**src/logic/apf_io_config.svh**
```systemverilog
`ifndef APF_IO_CONFIG_SVH
`define APF_IO_CONFIG_SVH

// top address nibble of a bridge access
`define APF_REGION_CRAM0    4'h1
`define APF_REGION_MEMCARD  4'h6
`define APF_REGION_CONFIG   4'hF

// config block byte offsets within region F
`define APF_CFG_MAP1        32'h0000_0000
`define APF_CFG_MAP2        32'h0000_0004
`define APF_CFG_DIPSW       32'h0000_0008
`define APF_CFG_SYSTYPE     32'h0000_000C
`define APF_CFG_MCARD       32'h0000_0010

// pad layouts, anything else is the default layout
`define APF_LAYOUT_NEOGEO     4'h1
`define APF_LAYOUT_NEOGEO_CD  4'h2

// holding L1 on pad 1 keeps the system in reset
`define APF_KEY_L1          8

// field widths
`define APF_WORD_W          32
`define APF_KEY_W           16
`define APF_JOY_W           10
`define APF_LAYOUT_W        4
`define APF_CRAM_ADDR_W     24
`define APF_MCARD_WORD_W    16
`define APF_MCARD_ADDR_W    12
`define APF_DIPSW_W         8
`define APF_SYSTYPE_W       2
`define APF_MCARD_EN_W      2

`endif

```
**src/logic/apf_io_pkg.sv**
```systemverilog
`include "apf_io_config.svh"

package apf_io_pkg;

	// bridge address or data word
	typedef logic [`APF_WORD_W-1:0] bridge_word_t;

	// raw pad keys
	// 0 up, 1 down, 2 left, 3 right, 4 a, 5 b, 6 x, 7 y
	// 8 L1, 14 select, 15 start
	typedef logic [`APF_KEY_W-1:0] key_map_t;

	// remapped joystick word as the core sees it
	typedef logic [`APF_JOY_W-1:0] joy_word_t;

	// controller layout selector
	typedef logic [`APF_LAYOUT_W-1:0] layout_t;

	// character RAM, 32-bit words
	typedef logic [`APF_WORD_W-1:0] cram_word_t;
	typedef logic [`APF_CRAM_ADDR_W-1:0] cram_addr_t;

	// memory card, 16-bit words
	typedef logic [`APF_MCARD_WORD_W-1:0] memcard_word_t;
	typedef logic [`APF_MCARD_ADDR_W-1:0] memcard_addr_t;

endpackage

```
**src/logic/apf_io.sv**
```systemverilog
`timescale 1ns/1ps
`include "apf_io_config.svh"

module apf_io import apf_io_pkg::*; (
	input  logic                       clk_sys,
	input  logic                       reset,
	input  logic                       req_valid,
	output logic                       req_ready,
	input  logic                       req_write,
	input  bridge_word_t               req_addr,
	input  bridge_word_t               req_wdata,
	output logic                       rsp_valid,
	input  logic                       rsp_ready,
	output bridge_word_t               rsp_rdata,
	input  logic                       all_complete,
	input  key_map_t                   keys_1,
	input  key_map_t                   keys_2,
	output logic                       cram0_rd,
	output logic                       cram0_wr,
	output cram_addr_t                 cram0_addr,
	output cram_word_t                 cram0_data,
	input  cram_word_t                 cram0_q,
	input  logic                       cram0_busy,
	output logic                       memcard_rd,
	output logic                       memcard_wr,
	output memcard_addr_t              memcard_addr,
	output memcard_word_t              memcard_data,
	input  memcard_word_t              memcard_q,
	input  logic                       memcard_busy,
	output joy_word_t                  joystick_0,
	output joy_word_t                  joystick_1,
	output logic [`APF_DIPSW_W-1:0]    dipsw,
	output logic [`APF_SYSTYPE_W-1:0]  system_type,
	output logic [`APF_MCARD_EN_W-1:0] memory_card_enable,
	output cram_addr_t                 cram_mask,
	output logic                       start_system
);

	logic         cram_start;
	logic         cram_done;
	bridge_word_t cram_rdata;
	logic         mcard_start;
	logic         mcard_done;
	bridge_word_t mcard_rdata;
	logic         port_write;
	bridge_word_t port_addr;
	bridge_word_t port_wdata;
	logic         cfg_wr;
	bridge_word_t cfg_offset;
	bridge_word_t cfg_wdata;
	bridge_word_t cfg_rdata;
	logic         cram_wr_seen;
	layout_t      layout_1;
	layout_t      layout_2;

	bridge_decoder bridge_decoder_inst (
		.clk_sys      (clk_sys),
		.reset        (reset),
		.req_valid    (req_valid),
		.req_ready    (req_ready),
		.req_write    (req_write),
		.req_addr     (req_addr),
		.req_wdata    (req_wdata),
		.rsp_valid    (rsp_valid),
		.rsp_ready    (rsp_ready),
		.rsp_rdata    (rsp_rdata),
		.cram_start   (cram_start),
		.cram_done    (cram_done),
		.cram_rdata   (cram_rdata),
		.mcard_start  (mcard_start),
		.mcard_done   (mcard_done),
		.mcard_rdata  (mcard_rdata),
		.port_write   (port_write),
		.port_addr    (port_addr),
		.port_wdata   (port_wdata),
		.cfg_wr       (cfg_wr),
		.cfg_offset   (cfg_offset),
		.cfg_wdata    (cfg_wdata),
		.cfg_rdata    (cfg_rdata),
		.cram_wr_seen (cram_wr_seen)
	);

	// character RAM, 32-bit words at address bits 25:2
	ram_word_port #(
		.word_t (cram_word_t),
		.addr_t (cram_addr_t)
	) cram0_port_inst (
		.clk_sys   (clk_sys),
		.reset     (reset),
		.start     (cram_start),
		.write     (port_write),
		.addr      (port_addr),
		.wdata     (port_wdata),
		.done      (cram_done),
		.rdata     (cram_rdata),
		.mem_rd    (cram0_rd),
		.mem_wr    (cram0_wr),
		.mem_addr  (cram0_addr),
		.mem_wdata (cram0_data),
		.mem_q     (cram0_q),
		.mem_busy  (cram0_busy)
	);

	// memory card, 16-bit words at address bits 12:1
	ram_word_port #(
		.word_t (memcard_word_t),
		.addr_t (memcard_addr_t)
	) memcard_port_inst (
		.clk_sys   (clk_sys),
		.reset     (reset),
		.start     (mcard_start),
		.write     (port_write),
		.addr      (port_addr),
		.wdata     (port_wdata),
		.done      (mcard_done),
		.rdata     (mcard_rdata),
		.mem_rd    (memcard_rd),
		.mem_wr    (memcard_wr),
		.mem_addr  (memcard_addr),
		.mem_wdata (memcard_data),
		.mem_q     (memcard_q),
		.mem_busy  (memcard_busy)
	);

	// snooped cram address is the latched request address
	core_config_regs core_config_regs_inst (
		.clk_sys            (clk_sys),
		.reset              (reset),
		.cfg_wr             (cfg_wr),
		.cfg_offset         (cfg_offset),
		.cfg_wdata          (cfg_wdata),
		.cfg_rdata          (cfg_rdata),
		.cram_wr_seen       (cram_wr_seen),
		.cram_wr_addr       (port_addr),
		.all_complete       (all_complete),
		.p1_keys            (keys_1),
		.layout_1           (layout_1),
		.layout_2           (layout_2),
		.dipsw              (dipsw),
		.system_type        (system_type),
		.memory_card_enable (memory_card_enable),
		.cram_mask          (cram_mask),
		.start_system       (start_system)
	);

	// layout selectors steer the remapper
	pad_remap pad_remap_inst (
		.clk_sys    (clk_sys),
		.reset      (reset),
		.keys_1     (keys_1),
		.keys_2     (keys_2),
		.layout_1   (layout_1),
		.layout_2   (layout_2),
		.joystick_0 (joystick_0),
		.joystick_1 (joystick_1)
	);

endmodule

```
**src/logic/bridge_decoder.sv**
```systemverilog
`timescale 1ns/1ps
`include "apf_io_config.svh"

module bridge_decoder import apf_io_pkg::*; (
	input  logic         clk_sys,
	input  logic         reset,
	input  logic         req_valid,
	output logic         req_ready,
	input  logic         req_write,
	input  bridge_word_t req_addr,
	input  bridge_word_t req_wdata,
	output logic         rsp_valid,
	input  logic         rsp_ready,
	output bridge_word_t rsp_rdata,
	output logic         cram_start,
	input  logic         cram_done,
	input  bridge_word_t cram_rdata,
	output logic         mcard_start,
	input  logic         mcard_done,
	input  bridge_word_t mcard_rdata,
	output logic         port_write,
	output bridge_word_t port_addr,
	output bridge_word_t port_wdata,
	output logic         cfg_wr,
	output bridge_word_t cfg_offset,
	output bridge_word_t cfg_wdata,
	input  bridge_word_t cfg_rdata,
	output logic         cram_wr_seen
);

	typedef enum logic [1:0] {st_idle, st_wait, st_resp} state_t;

	state_t       state;
	logic         accept;
	logic [3:0]   region;
	logic         write_q;
	logic         is_mcard_q;
	bridge_word_t addr_q;
	bridge_word_t wdata_q;
	logic         port_done;
	bridge_word_t port_rdata;

	// one access at a time, ready only when idle
	assign req_ready = (state == st_idle);
	assign accept    = req_valid && req_ready;
	assign region    = req_addr[31:28];
	assign rsp_valid = (state == st_resp);

	// config access happens right in the accept cycle
	assign cfg_wr     = accept && req_write && (region == `APF_REGION_CONFIG);
	assign cfg_offset = {4'h0, req_addr[27:0]};
	assign cfg_wdata  = req_wdata;

	// port fields come from the latched request, steady until done
	assign port_write = write_q;
	assign port_addr  = addr_q;
	assign port_wdata = wdata_q;

	// only the started port can answer
	assign port_done  = is_mcard_q ? mcard_done : cram_done;
	assign port_rdata = is_mcard_q ? mcard_rdata : cram_rdata;

	always_ff @(posedge clk_sys) begin
		if (reset) begin
			state        <= st_idle;
			cram_start   <= 1'b0;
			mcard_start  <= 1'b0;
			cram_wr_seen <= 1'b0;
		end else begin
			// start and snoop strobes last one cycle
			cram_start   <= 1'b0;
			mcard_start  <= 1'b0;
			cram_wr_seen <= 1'b0;
			case (state)
				st_idle: begin
					if (accept) begin
						case (region)
							`APF_REGION_CRAM0: begin
								cram_start   <= 1'b1;
								cram_wr_seen <= req_write;
								state        <= st_wait;
							end
							`APF_REGION_MEMCARD: begin
								mcard_start <= 1'b1;
								state       <= st_wait;
							end
							// config and unmapped answer next cycle
							default: state <= st_resp;
						endcase
					end
				end
				st_wait: begin
					if (port_done) begin
						state <= st_resp;
					end
				end
				st_resp: begin
					if (rsp_ready) begin
						state <= st_idle;
					end
				end
				default: state <= st_idle;
			endcase
		end
	end

	always_ff @(posedge clk_sys) begin
		if (accept) begin
			write_q    <= req_write;
			addr_q     <= req_addr;
			wdata_q    <= req_wdata;
			is_mcard_q <= (region == `APF_REGION_MEMCARD);
			// config read data, zero for writes and unmapped reads
			if (!req_write && region == `APF_REGION_CONFIG) begin
				rsp_rdata <= cfg_rdata;
			end else begin
				rsp_rdata <= '0;
			end
		end else if (state == st_wait && port_done) begin
			rsp_rdata <= write_q ? '0 : port_rdata;
		end
	end

endmodule

```
**src/logic/core_config_regs.sv**
```systemverilog
`timescale 1ns/1ps
`include "apf_io_config.svh"

module core_config_regs import apf_io_pkg::*; (
	input  logic                       clk_sys,
	input  logic                       reset,
	input  logic                       cfg_wr,
	input  bridge_word_t               cfg_offset,
	input  bridge_word_t               cfg_wdata,
	output bridge_word_t               cfg_rdata,
	input  logic                       cram_wr_seen,
	input  bridge_word_t               cram_wr_addr,
	input  logic                       all_complete,
	input  key_map_t                   p1_keys,
	output layout_t                    layout_1,
	output layout_t                    layout_2,
	output logic [`APF_DIPSW_W-1:0]    dipsw,
	output logic [`APF_SYSTYPE_W-1:0]  system_type,
	output logic [`APF_MCARD_EN_W-1:0] memory_card_enable,
	output cram_addr_t                 cram_mask,
	output logic                       start_system
);

	localparam int mask_w = $bits(cram_addr_t);

	cram_addr_t word_addr;
	cram_addr_t smear;

	// word address of the snooped write, byte address bits 25:2
	assign word_addr = cram_wr_addr[2 +: mask_w];

	// bit i set when any word address bit at or above i is set
	always_comb begin
		smear[mask_w-1] = word_addr[mask_w-1];
		for (int i = mask_w - 2; i >= 0; i--) begin
			smear[i] = smear[i+1] | word_addr[i];
		end
	end

	always_ff @(posedge clk_sys) begin
		if (reset) begin
			layout_1           <= '0;
			layout_2           <= '0;
			dipsw              <= '0;
			system_type        <= '0;
			memory_card_enable <= '0;
			cram_mask          <= '0;
			start_system       <= 1'b0;
		end else begin
			// register writes keep only the low bits
			if (cfg_wr) begin
				case (cfg_offset)
					`APF_CFG_MAP1:    layout_1 <= cfg_wdata[`APF_LAYOUT_W-1:0];
					`APF_CFG_MAP2:    layout_2 <= cfg_wdata[`APF_LAYOUT_W-1:0];
					`APF_CFG_DIPSW:   dipsw <= cfg_wdata[`APF_DIPSW_W-1:0];
					`APF_CFG_SYSTYPE: system_type <= cfg_wdata[`APF_SYSTYPE_W-1:0];
					`APF_CFG_MCARD:   memory_card_enable <= cfg_wdata[`APF_MCARD_EN_W-1:0];
					default: ;
				endcase
			end
			// rolling rom mask from the last cram write
			if (cram_wr_seen) begin
				cram_mask <= smear;
			end
			// run once loaded, unless L1 held on pad 1
			start_system <= all_complete && !p1_keys[`APF_KEY_L1];
		end
	end

	// read back, zero-extended, unknown offsets read zero
	always_comb begin
		cfg_rdata = '0;
		case (cfg_offset)
			`APF_CFG_MAP1:    cfg_rdata = bridge_word_t'(layout_1);
			`APF_CFG_MAP2:    cfg_rdata = bridge_word_t'(layout_2);
			`APF_CFG_DIPSW:   cfg_rdata = bridge_word_t'(dipsw);
			`APF_CFG_SYSTYPE: cfg_rdata = bridge_word_t'(system_type);
			`APF_CFG_MCARD:   cfg_rdata = bridge_word_t'(memory_card_enable);
			default:          cfg_rdata = '0;
		endcase
	end

endmodule

```
**src/logic/pad_remap.sv**
```systemverilog
`timescale 1ns/1ps
`include "apf_io_config.svh"

module pad_remap import apf_io_pkg::*; (
	input  logic      clk_sys,
	input  logic      reset,
	input  key_map_t  keys_1,
	input  key_map_t  keys_2,
	input  layout_t   layout_1,
	input  layout_t   layout_2,
	output joy_word_t joystick_0,
	output joy_word_t joystick_1
);

	// one pad through one layout
	function automatic joy_word_t remap(input key_map_t k, input layout_t sel);
		logic [3:0] face;
		// face buttons listed bit 7 down to bit 4
		case (sel)
			`APF_LAYOUT_NEOGEO:    face = {k[4], k[6], k[5], k[7]};
			`APF_LAYOUT_NEOGEO_CD: face = {k[6], k[7], k[4], k[5]};
			default:               face = {k[7], k[6], k[5], k[4]};
		endcase
		// select, start, face, then up down left right from bit 3
		return {k[14], k[15], face, k[0], k[1], k[2], k[3]};
	endfunction

	always_ff @(posedge clk_sys) begin
		if (reset) begin
			joystick_0 <= '0;
			joystick_1 <= '0;
		end else begin
			joystick_0 <= remap(keys_1, layout_1);
			joystick_1 <= remap(keys_2, layout_2);
		end
	end

endmodule

```
**src/logic/ram_word_port.sv**
```systemverilog
`timescale 1ns/1ps

module ram_word_port import apf_io_pkg::*; #(
	parameter type word_t = cram_word_t,
	parameter type addr_t = cram_addr_t
) (
	input  logic         clk_sys,
	input  logic         reset,
	input  logic         start,
	input  logic         write,
	input  bridge_word_t addr,
	input  bridge_word_t wdata,
	output logic         done,
	output bridge_word_t rdata,
	output logic         mem_rd,
	output logic         mem_wr,
	output addr_t        mem_addr,
	output word_t        mem_wdata,
	input  word_t        mem_q,
	input  logic         mem_busy
);

	// byte address lsb of a word, 2 for 32-bit and 1 for 16-bit
	localparam int addr_lsb = $clog2($bits(word_t) / 8);

	logic pending;

	// strobe goes out with start, rd and wr exclusive by write
	assign mem_rd = start && !write;
	assign mem_wr = start && write;

	// word address slice and truncated data
	assign mem_addr  = addr_t'(addr[addr_lsb +: $bits(addr_t)]);
	assign mem_wdata = word_t'(wdata);

	// finished on the first cycle busy is seen low
	assign done = pending && !mem_busy;

	// q is valid in the done cycle, widen to the bridge word
	assign rdata = bridge_word_t'(mem_q);

	// busy only counts from the cycle after the strobe
	always_ff @(posedge clk_sys) begin
		if (reset) begin
			pending <= 1'b0;
		end else if (start) begin
			pending <= 1'b1;
		end else if (done) begin
			pending <= 1'b0;
		end
	end

endmodule

```
**config.mk**
```make
export PLATFORM = sky130hd
export DESIGN_NAME = apf_io
export DESIGN_NICKNAME = d
export VERILOG_FILES = /design/src/logic/apf_io_pkg.sv /design/src/logic/apf_io.sv /design/src/logic/bridge_decoder.sv /design/src/logic/core_config_regs.sv /design/src/logic/pad_remap.sv /design/src/logic/ram_word_port.sv
export VERILOG_INCLUDE_DIRS = /design/src /design/src/logic
export SDC_FILE = /design/constraint.sdc
export NUM_CORES = 1
export LEC_CHECK = 0
export BUFFER_PORTS_ARGS = -buffer_cell sky130_fd_sc_hd__buf_2
export CORE_UTILIZATION = 54
export DETAILED_ROUTE_END_ITERATION = 8
export PLACE_DENSITY = 0.87
export REMOVE_ABC_BUFFERS = 1
export SETUP_SLACK_MARGIN = 0.4
export SLEW_MARGIN = 30
export SYNTH_ARGS = -nofsm -noshare
export SYNTH_HDL_FRONTEND = slang
export SYNTH_HIERARCHICAL = 1
export SYNTH_SLANG_ARGS = --single-unit
```
**constraint.sdc**
```tcl
create_clock -name clk_sys -period 11.2 [get_ports clk_sys]
set_input_delay 1.12 -clock clk_sys [delete_from_list [all_inputs] [get_ports clk_sys]]
set_output_delay 1.12 -clock clk_sys [all_outputs]
set_load 0.02 [all_outputs]
```
==> results of run 1 <==
[per-stage QoR]
step,setup slack (ns),power [uW],hold WS (ns),utilization [%]
after floorplan,4.386,801.5,0.4426,-
after global placement,7.903,882.2,0.4588,58.00
after detailed placement,7.859,886.8,0.4668,58.00
after CTS,8.312,1414,0.4790,61.51
after global routing,8.410,1456,0.5093,61.53
final,8.513,1406,0.4759,61.53
[flip-flops by register name (all words and copies together), names as in the netlist, 4 cells and up]
| signal | flops |
|---|---|
| bridge_decoder_inst/port_addr | 25 |
| pad_remap_inst/joystick_0 | 10 |
| pad_remap_inst/joystick_1 | 10 |
| bridge_decoder_inst/rsp_rdata | 32 |
| bridge_decoder_inst/port_wdata | 32 |
| core_config_regs_inst/cram_mask | 24 |
| core_config_regs_inst/layout_1 | 4 |
| core_config_regs_inst/dipsw | 8 |
| core_config_regs_inst/layout_2 | 4 |
[critical path: stages]
cell,delay (ns)
buf_2,0.11
nor3b_4,0.18
buf_4,0.40
buf_6,0.59
nor3_1,0.13
a31o_2,0.25
[report_power, final]
| part | internal, uW | switching, uW |
|---|---|---|
| Combinational | 69.0 | 121 |
| Clock | 287 | 245 |
| Sequential | 670 | 15.4 |
[metal layers]
| layer | vias up | part of all wire, % |
|---|---|---|
| li1 | 2712 | - |
| met4 | 0 | 2.9 |
| met3 | 43 | 5.1 |
| met2 | 235 | 50 |
| met5 | - | 0 |
| met1 | 2699 | 41 |
[worst max path at each step]
stage / to / cells after the start
4_1_cts: bridge_decoder_inst/rsp_rdata[29] / 6
3_5_place_dp: bridge_decoder_inst/rsp_rdata[13] / 6
3_3_place_gp: bridge_decoder_inst/rsp_rdata[4] / 6
2_1_floorplan: core_config_regs_inst/dipsw[0] / 5
5_1_grt: bridge_decoder_inst/rsp_rdata[31] / 6
6_report: bridge_decoder_inst/rsp_rdata[13] / 6
[cell type report]
class                   count  area [um2]  share of cell area, %
multi-input cells         382        2714                  28.90
flip-flops and latches    163        4174                  44.46
clock inverters            14       106.4                  1.133
clock buffers              18       429.2                  4.571
repair buffers            327        1660                  17.68
inverters                  11       41.29                 0.4398
well taps                 211       264.0                  2.812
[cells in the final DEF (no fill, tap or decap), types with 2 or more instances in the layout]
| master | n |
|---|---|
| buf_2 | 319 |
| edfxtp_1 | 91 |
| dfxtp_1 | 72 |
| mux2i_1 | 59 |
| nor3_1 | 50 |
| conb_1 | 44 |
| nor2_1 | 43 |
| a31o_2 | 32 |
| nand2b_1 | 30 |
| nor2b_1 | 19 |
| clkbuf_16 | 17 |
| inv_1 | 11 |
| a21oi_1 | 8 |
| buf_4 | 7 |
| a22oi_1 | 7 |
| a211oi_1 | 7 |
| nor4_4 | 6 |
| and3_1 | 5 |
| nand2_1 | 5 |
| nor4_2 | 5 |
| mux2_2 | 5 |
| o21bai_1 | 5 |
| nor3b_1 | 4 |
| and2_1 | 4 |
| inv_6 | 4 |
| or3_1 | 4 |
| o32ai_1 | 4 |
| nand3_1 | 3 |
| clkinv_4 | 3 |
| clkinv_2 | 3 |
| nor4_1 | 3 |
| clkinvlp_4 | 2 |
| a31oi_1 | 2 |
| and2b_2 | 2 |
| o21a_1 | 2 |
| nor4b_4 | 2 |
==> results.cfg, run 1 <==
[layout]
fill_cells = 1242
antennaDiodeCount = 0
fin_nets = 1054
final_cell_count_no_fill = 1126
stdcell_area_um2 = 9389
drive_gt1_share_pct = 45.79
area_growth_pct = 10.79

[placed_design]
port-buffer-count = 319
placed_cells = 1094
post_dp_cell_area_um2 = 8850
dp_hpwl_um = 13440
gp_congestion = 0.8195

[clock_tree]
cts-root-buf = clkbuf_16
cts_tree = yes
cts_setup_buffers = 0
holdBufCountCts = 0
cts-resized-gates = 0
clk_pin_slew_ns = 0.07
cts_max_path_buffers = 2
cts_htree_levels = 4
cts-buffers-inserted = 17
clkLatencyLatePin_ns = 0.42
clock_sinks = 163

[power]
power-per-cell-area_nw_per_um2 = 149.8
cellLeakagePower_uw = 0.004128
ir_drop_v = 0.0001000

[floorplanning]
die-area_um2 = 16200
ioPinCount = 331
core_um2 = 15260
dieHeight_um = 127.3
die_w_um = 127.3
rows = 45
start_util_pct = 55.54

[route]
drt_iter0_drc = 368
dr.pass1.iters = 4
wl_per_cell_um = 16.38
num_vias = 5689
drc = 0
viasPerCell = 5.052
antenna_left = 0
drt-total-wl_um = 18440

[global_route]
grt_overflow = 0
track_usage_pct = 22.75
grt.busiest_layer = met2
grt_util_met2_pct = 39.63
grt_max_degree = 97
met1_usage_pct = 26.90
antenna_found_initial = 0
grt_pass1_wl_um = 28160
grt_pass1_vias = 5481
grt_use_met3_pct = 4.732

[synth]
syn_area_um2 = 8474
yosys_warnings = 6
syn_area_per_cell_um2 = 11.19
syn_inst = 757

[timing]
post-route-period-util_pct = 23.99
grt_setup_unrepaired = false
min_period_ns = 2.687
tightest_slew_ns = 0.7898
timing.final.max_slew_violations = 0
max_freq_ghz = 0.3722
final-setup-viol-count = 0
tns_ns = 0
skew_ns = 0.009159
hold_viol_final = 0
worst_slew_margin_rel_pct = 46.95

[flow_run]
cap_violations = 0

[setup_path]
cp-startpoint = req_valid
cp.arrival_ns = 2.86
crit_fanout = 96
reg2reg_from = bridge_decoder_inst/state[0]
critPathRequiredTime_ns = 11.38
r2r_slack_ns = 8.87
worstSetupEndpointType = register
r2r_end = bridge_decoder_inst/rsp_rdata[13]
critPathLaunchType = input pin
criticalPathCategory = input pin to register
rr_worst_depth = 5

[hold_path]
hold_depth = 2
hp-class = register to register
min_from = core_config_regs_inst/cram_mask[8]
whs_endpoint = core_config_regs_inst/cram_mask[8]

[status]
outcome = finished clean
Power figures use the tool's default switching activity.
==> run 2: changes to the inputs <==
Settings changed: CORE_UTILIZATION 54 to 50, PLACE_DENSITY 0.87 to 0.81.
Clock period 11.2 ns to 2.75 ns, I/O delays scaled along.
==> results.cfg, run 2 (synthesis gave the netlist of run 1 again) <==
[clock_tree]
cts-buffers-inserted = 17
cts_setup_buffers = 0
cts_max_path_buffers = 2
cts-root-buf = clkbuf_16
clock_sinks = 163
cts_htree_levels = 4
holdBufCountCts = 1
cts_tree = yes
clk_pin_slew_ns = 0.06
cts-resized-gates = 0
clkLatencyLatePin_ns = 0.42

[floorplanning]
die-area_um2 = 17470
die_w_um = 132.2
rows = 47
start_util_pct = 51.10
dieHeight_um = 132.2
ioPinCount = 331
core_um2 = 16580

[flow_run]
cap_violations = 0

[setup_path]
crit_chain = nor3b_4 -> and3_1 -> inv_1 -> nor4_4 -> buf_4 -> mux2i_1
slowest_stage = dfxtp_1
cp.arrival_ns = 2.32
crit_family = simple AND/OR/NAND/NOR gates
critPathLaunchType = register
crit_fanout = 8
critPathRequiredTime_ns = 3.09
critical-path-max-stage-delay_ns = 0.42
worst-path-buf-inv = 2
worstSetupEndpointType = register
criticalPathCategory = register to register

[layout]
layout_common_cells = buf_2, edfxtp_1, dfxtp_1
final_cell_count_no_fill = 1137
drive_gt1_share_pct = 45.26
area_growth_pct = 11.22
final-seq-area_um2 = 4174
final_util_pct = 56.84
fin_nets = 1056
fill_cells = 1441
multi_input_area_um2 = 2714
antennaDiodeCount = 0
final_common_cell = buf_2

[hold_path]
hp-class = input pin to register

[timing]
final.setup.worst_slack_ns = 0.7686
min_period_ns = 1.981
timing.final.max_slew_violations = 0
skew_ns = 0.008912
max_freq_ghz = 0.5047
post-route-period-util_pct = 72.05
hold_viol_final = 0
grt_setup_unrepaired = false
tightest_slew_ns = 0.8436
tns_ns = 0
worst_slew_margin_rel_pct = 43.76
final-setup-viol-count = 0

[route]
wl_per_cell_um = 15.99
num_vias = 5588
dr.pass1.iters = 5
drc = 0
drt_iter0_drc = 283
drt-total-wl_um = 18190
antenna_left = 0
viasPerCell = 4.915

[power]
cellLeakagePower_uw = 0.004126
p_comb_share_pct = 13.4
power_uw = 5738
power-per-cell-area_nw_per_um2 = 608.8
switching_share_pct = 25.82
ir_drop_v = 0.0003985
p_seq_share_pct = 48.6
clockPowerShare_pct = 37.9
internal_power_uw = 4256
switching_power_uw = 1482

[placed_design]
port-buffer-count = 319
dp_hpwl_um = 13330
placed_cells = 1104
gp_congestion = 0.8637
post-place-ws_ns = 0.7080

[global_route]
grt_max_degree = 127
grt_pass1_vias = 5304
grt_overflow = 0
track_usage_pct = 20.85
antenna_found_initial = 0
grt_pass1_wl_um = 28150

[status]
outcome = finished clean
## run 2: changes by cell type in the layout (fill, tap and decap cells not counted)
| cell | previous run | this run |
|---|---|---|
| buf_12 | 0 | 1 |
| buf_4 | 7 | 8 |
| buf_6 | 1 | 0 |
| bufinv_16 | 0 | 1 |
| clkbuf_1 | 1 | 6 |
| clkinv_2 | 3 | 1 |
| clkinv_4 | 3 | 2 |
| clkinvlp_4 | 2 | 4 |
| dlygate4sd3_1 | 0 | 1 |
| inv_6 | 4 | 0 |
| inv_8 | 1 | 0 |
## run 2: area by class of cell
class / count / area share [%]
Inverter: 11 / 0.4381
Multi-Input combinational cell: 382 / 28.79
Tap cell: 220 / 2.920
Timing Repair Buffer: 329 / 17.89
Clock inverter: 9 / 0.9160
Clock buffer: 23 / 4.752
Sequential cell: 163 / 44.29
## run 2: path summary, 6_finish.rpt
kind	startpoint	endpoint	slack [ns]	cells past startpoint
setup / recovery	bridge_decoder_inst/state[0]	core_config_regs_inst/dipsw[4]	0.77	6
hold / removal	req_wdata[13]	bridge_decoder_inst/port_wdata[13]	0.03	1
setup reg to reg	bridge_decoder_inst/state[0]	core_config_regs_inst/dipsw[4]	0.77	6
hold reg to reg	core_config_regs_inst/cram_mask[5]	core_config_regs_inst/cram_mask[5]	0.48	2
## run 2: through the flow
step                      cell area (um2)  hold slack, ns
after global routing                 9425        0.008085
after floorplan                      6908          0.3396
after CTS                            9425        0.004497
after detailed placement             8881          0.4397
final                                9425         0.03016
after global placement               8881          0.4350
## run 2: metal layers
layer | vias to the layer above | track usage [%] | wire length (um)
met5 | - | 0 | 0
met4 | 0 | 8.429 | 375
met3 | 32 | 4.652 | 985
met2 | 219 | 35.30 | 9115
met1 | 2615 | 25.80 | 7709
li1 | 2722 | - | -
## run 2: power groups by stage
stage | clock, uW | sequential [uW] | combinational [uW]
6_report | 2180 | 2790 | 771
3_5_place_dp | 0 | 2840 | 772
2_1_floorplan | 0 | 3050 | 212
3_3_place_gp | 0 | 2840 | 759
4_1_cts | 2230 | 2790 | 776
5_1_grt | 2330 | 2800 | 827
==> run 3: changes to the inputs <==
Settings changed: ABC_AREA set to 1, CORE_UTILIZATION 50 to 45, PLACE_DENSITY 0.81 to 0.77.
Clock period 2.75 ns to 1.73 ns, I/O delays scaled along.
==> results.cfg, run 3 <==
[status]
outcome = finished, violations left
violations = design-rule violations, negative setup slack

[hold_path]
min_from = memcard_busy
whs_endpoint = memcard_port_inst/pending
hp-class = input pin to register
hold_depth = 3

[global_route]
grt_pass1_vias = 6836
grt_overflow = 0
grt_max_degree = 43
grt_pass1_wl_um = 35850
track_usage_pct = 24.08
antenna_found_initial = 1

[power]
cellLeakagePower_uw = 0.005442
switching_power_uw = 2898
internal_power_uw = 7165
p_comb_share_pct = 19.0
clockPowerShare_pct = 37.1
ir_drop_v = 0.0006413
power-per-cell-area_nw_per_um2 = 834.9
p_seq_share_pct = 43.9
switching_share_pct = 28.80

[timing]
final-setup-viol-count = 11
skew_ns = 0.01226
post-route-period-util_pct = 113.5
grt_setup_unrepaired = true
tns_ns = -1.863
min_period_ns = 1.964
max_freq_ghz = 0.5092
fin_hold_ws_ns = 0.02692
timing.final.max_slew_violations = 0
worst_slew_margin_rel_pct = 65.21
hold_viol_final = 0
final.setup.worst_slack_ns = -0.2337
tightest_slew_ns = 0.5219

[setup_path]
rr_worst_depth = 12
worstSetupEndpointType = register
critPathRequiredTime_ns = 2.04
r2r_end = core_config_regs_inst/cram_mask[2]
crit_fanout = 3
critPathLaunchType = register
r2r_slack_ns = -0.23
cp.arrival_ns = 2.28
reg2reg_from = bridge_decoder_inst/port_addr[25]
criticalPathCategory = register to register

[layout]
final_common_cell = buf_2
fill_cells = 1329
fin_nets = 1360
stdcell_area_um2 = 12050
area_growth_pct = 42.82
layout_common_cells = buf_2, edfxtp_1, inv_1
drive_gt1_share_pct = 46.60

[route]
num_vias = 6998
drc = 25
dr.pass1.iters = 8
drt-total-wl_um = 24820
antenna_left = 0
viasPerCell = 4.823
wl_per_cell_um = 17.10
drt_iter0_drc = 475

[synth]
syn_inst = 878
syn_area_um2 = 8439
syn_area_per_cell_um2 = 9.612
yosys_warnings = 6

[clock_tree]
cts_tree = yes
cts_htree_levels = 4
cts_max_path_buffers = 2
clk_pin_slew_ns = 0.07
clock_sinks = 163
clkLatencyLatePin_ns = 0.43
cts-root-buf = clkbuf_16
cts-buffers-inserted = 17

[flow_run]
cap_violations = 0

[floorplanning]
ioPinCount = 331
start_util_pct = 46.50
core_um2 = 18150
die-area_um2 = 19310
rows = 49
dieHeight_um = 138.9
die_w_um = 138.9

[placed_design]
port-buffer-count = 319
gp_congestion = 0.8680
dp_hpwl_um = 14800
post_dp_cell_area_um2 = 9136
==> run 3: power by group through the flow <==
stage / logic [uW] / clock network [uW] / registers, uW
after detailed placement: 1230 / 0 / 4510
after global routing: 2010 / 3940 / 4440
final: 1910 / 3730 / 4420
after CTS: 1670 / 3770 / 4420
after global placement: 1220 / 0 / 4500
after floorplan: 312 / 0 / 4810
==> run 3: metrics by stage <==
step / util, % / setup WS [ns] / instances / power, uW
3_3_place_gp: 50.34 / -0.2292 / 1270 / 5715
2_1_floorplan: - / -0.6430 / 679 / 5122
4_1_cts: 62.91 / -0.1748 / 1419 / 9862
5_1_grt: 66.42 / -0.3976 / 1451 / 10390
3_5_place_dp: 50.34 / -0.2787 / 1270 / 5740
6_report: 66.42 / -0.2337 / 1451 / 10060
==> run 3: layout make-up <==
type                    instances  area [um2]  area share, %
well taps                     229       286.5          2.377
repair buffers                508        3931          32.62
diodes                          1       2.502        0.02076
clock inverters                15       158.9          1.318
flip-flops and latches        163        4182          34.69
multi-input cells             435        2711          22.50
inverters                      83       355.3          2.948
clock buffers                  17       425.4          3.530
==> run 3: metal layers <==
layer / GRT usage (%) / vias up / routed length [um]
met5: 0 / - / 0
met4: 10.12 / 0 / 956
met3: 5.145 / 67 / 1628
met2: 43.65 / 314 / 12750
met1: 27.36 / 3273 / 9479
li1: - / 3344 / -
==> run 3: what timing repair did <==
item / CTS / global route
setup endpoints to repair: 166 / 143
cloned: 13 / 8
buffers inserted: 33 / 23
hold endpoints to repair: 72 / 0
pin swaps: 64 / 32
hold buffers: 71 / 0
gates resized for setup: 133 / 55
==> run 3: worst max-delay path by stage <==
stage,slack [ns],cells after the start,start,to
5_1_grt,-0.40,12,bridge_decoder_inst/port_addr[24],core_config_regs_inst/cram_mask[2]
3_5_place_dp,-0.28,10,req_addr[13],bridge_decoder_inst/rsp_rdata[0]
4_1_cts,-0.17,12,bridge_decoder_inst/port_addr[25],core_config_regs_inst/cram_mask[0]
2_1_floorplan,-0.64,5,bridge_decoder_inst/is_mcard_q,bridge_decoder_inst/rsp_rdata[0]
6_report,-0.23,12,bridge_decoder_inst/port_addr[25],core_config_regs_inst/cram_mask[2]
3_3_place_gp,-0.23,10,req_addr[13],bridge_decoder_inst/rsp_rdata[0]
==> run 3: worst max-delay path, stage by stage (launching register included) <==
cell,delay (ns)
edfxtp_1,0.43
nor2_4,0.16
nand4_4,0.10
nor2_4,0.14
nand4_4,0.11
nor2_4,0.15
nand4_4,0.11
nor2_4,0.13
nand4_4,0.10
nor2_4,0.15
nand3_1,0.09
o211ai_1,0.11
inv_1,0.06
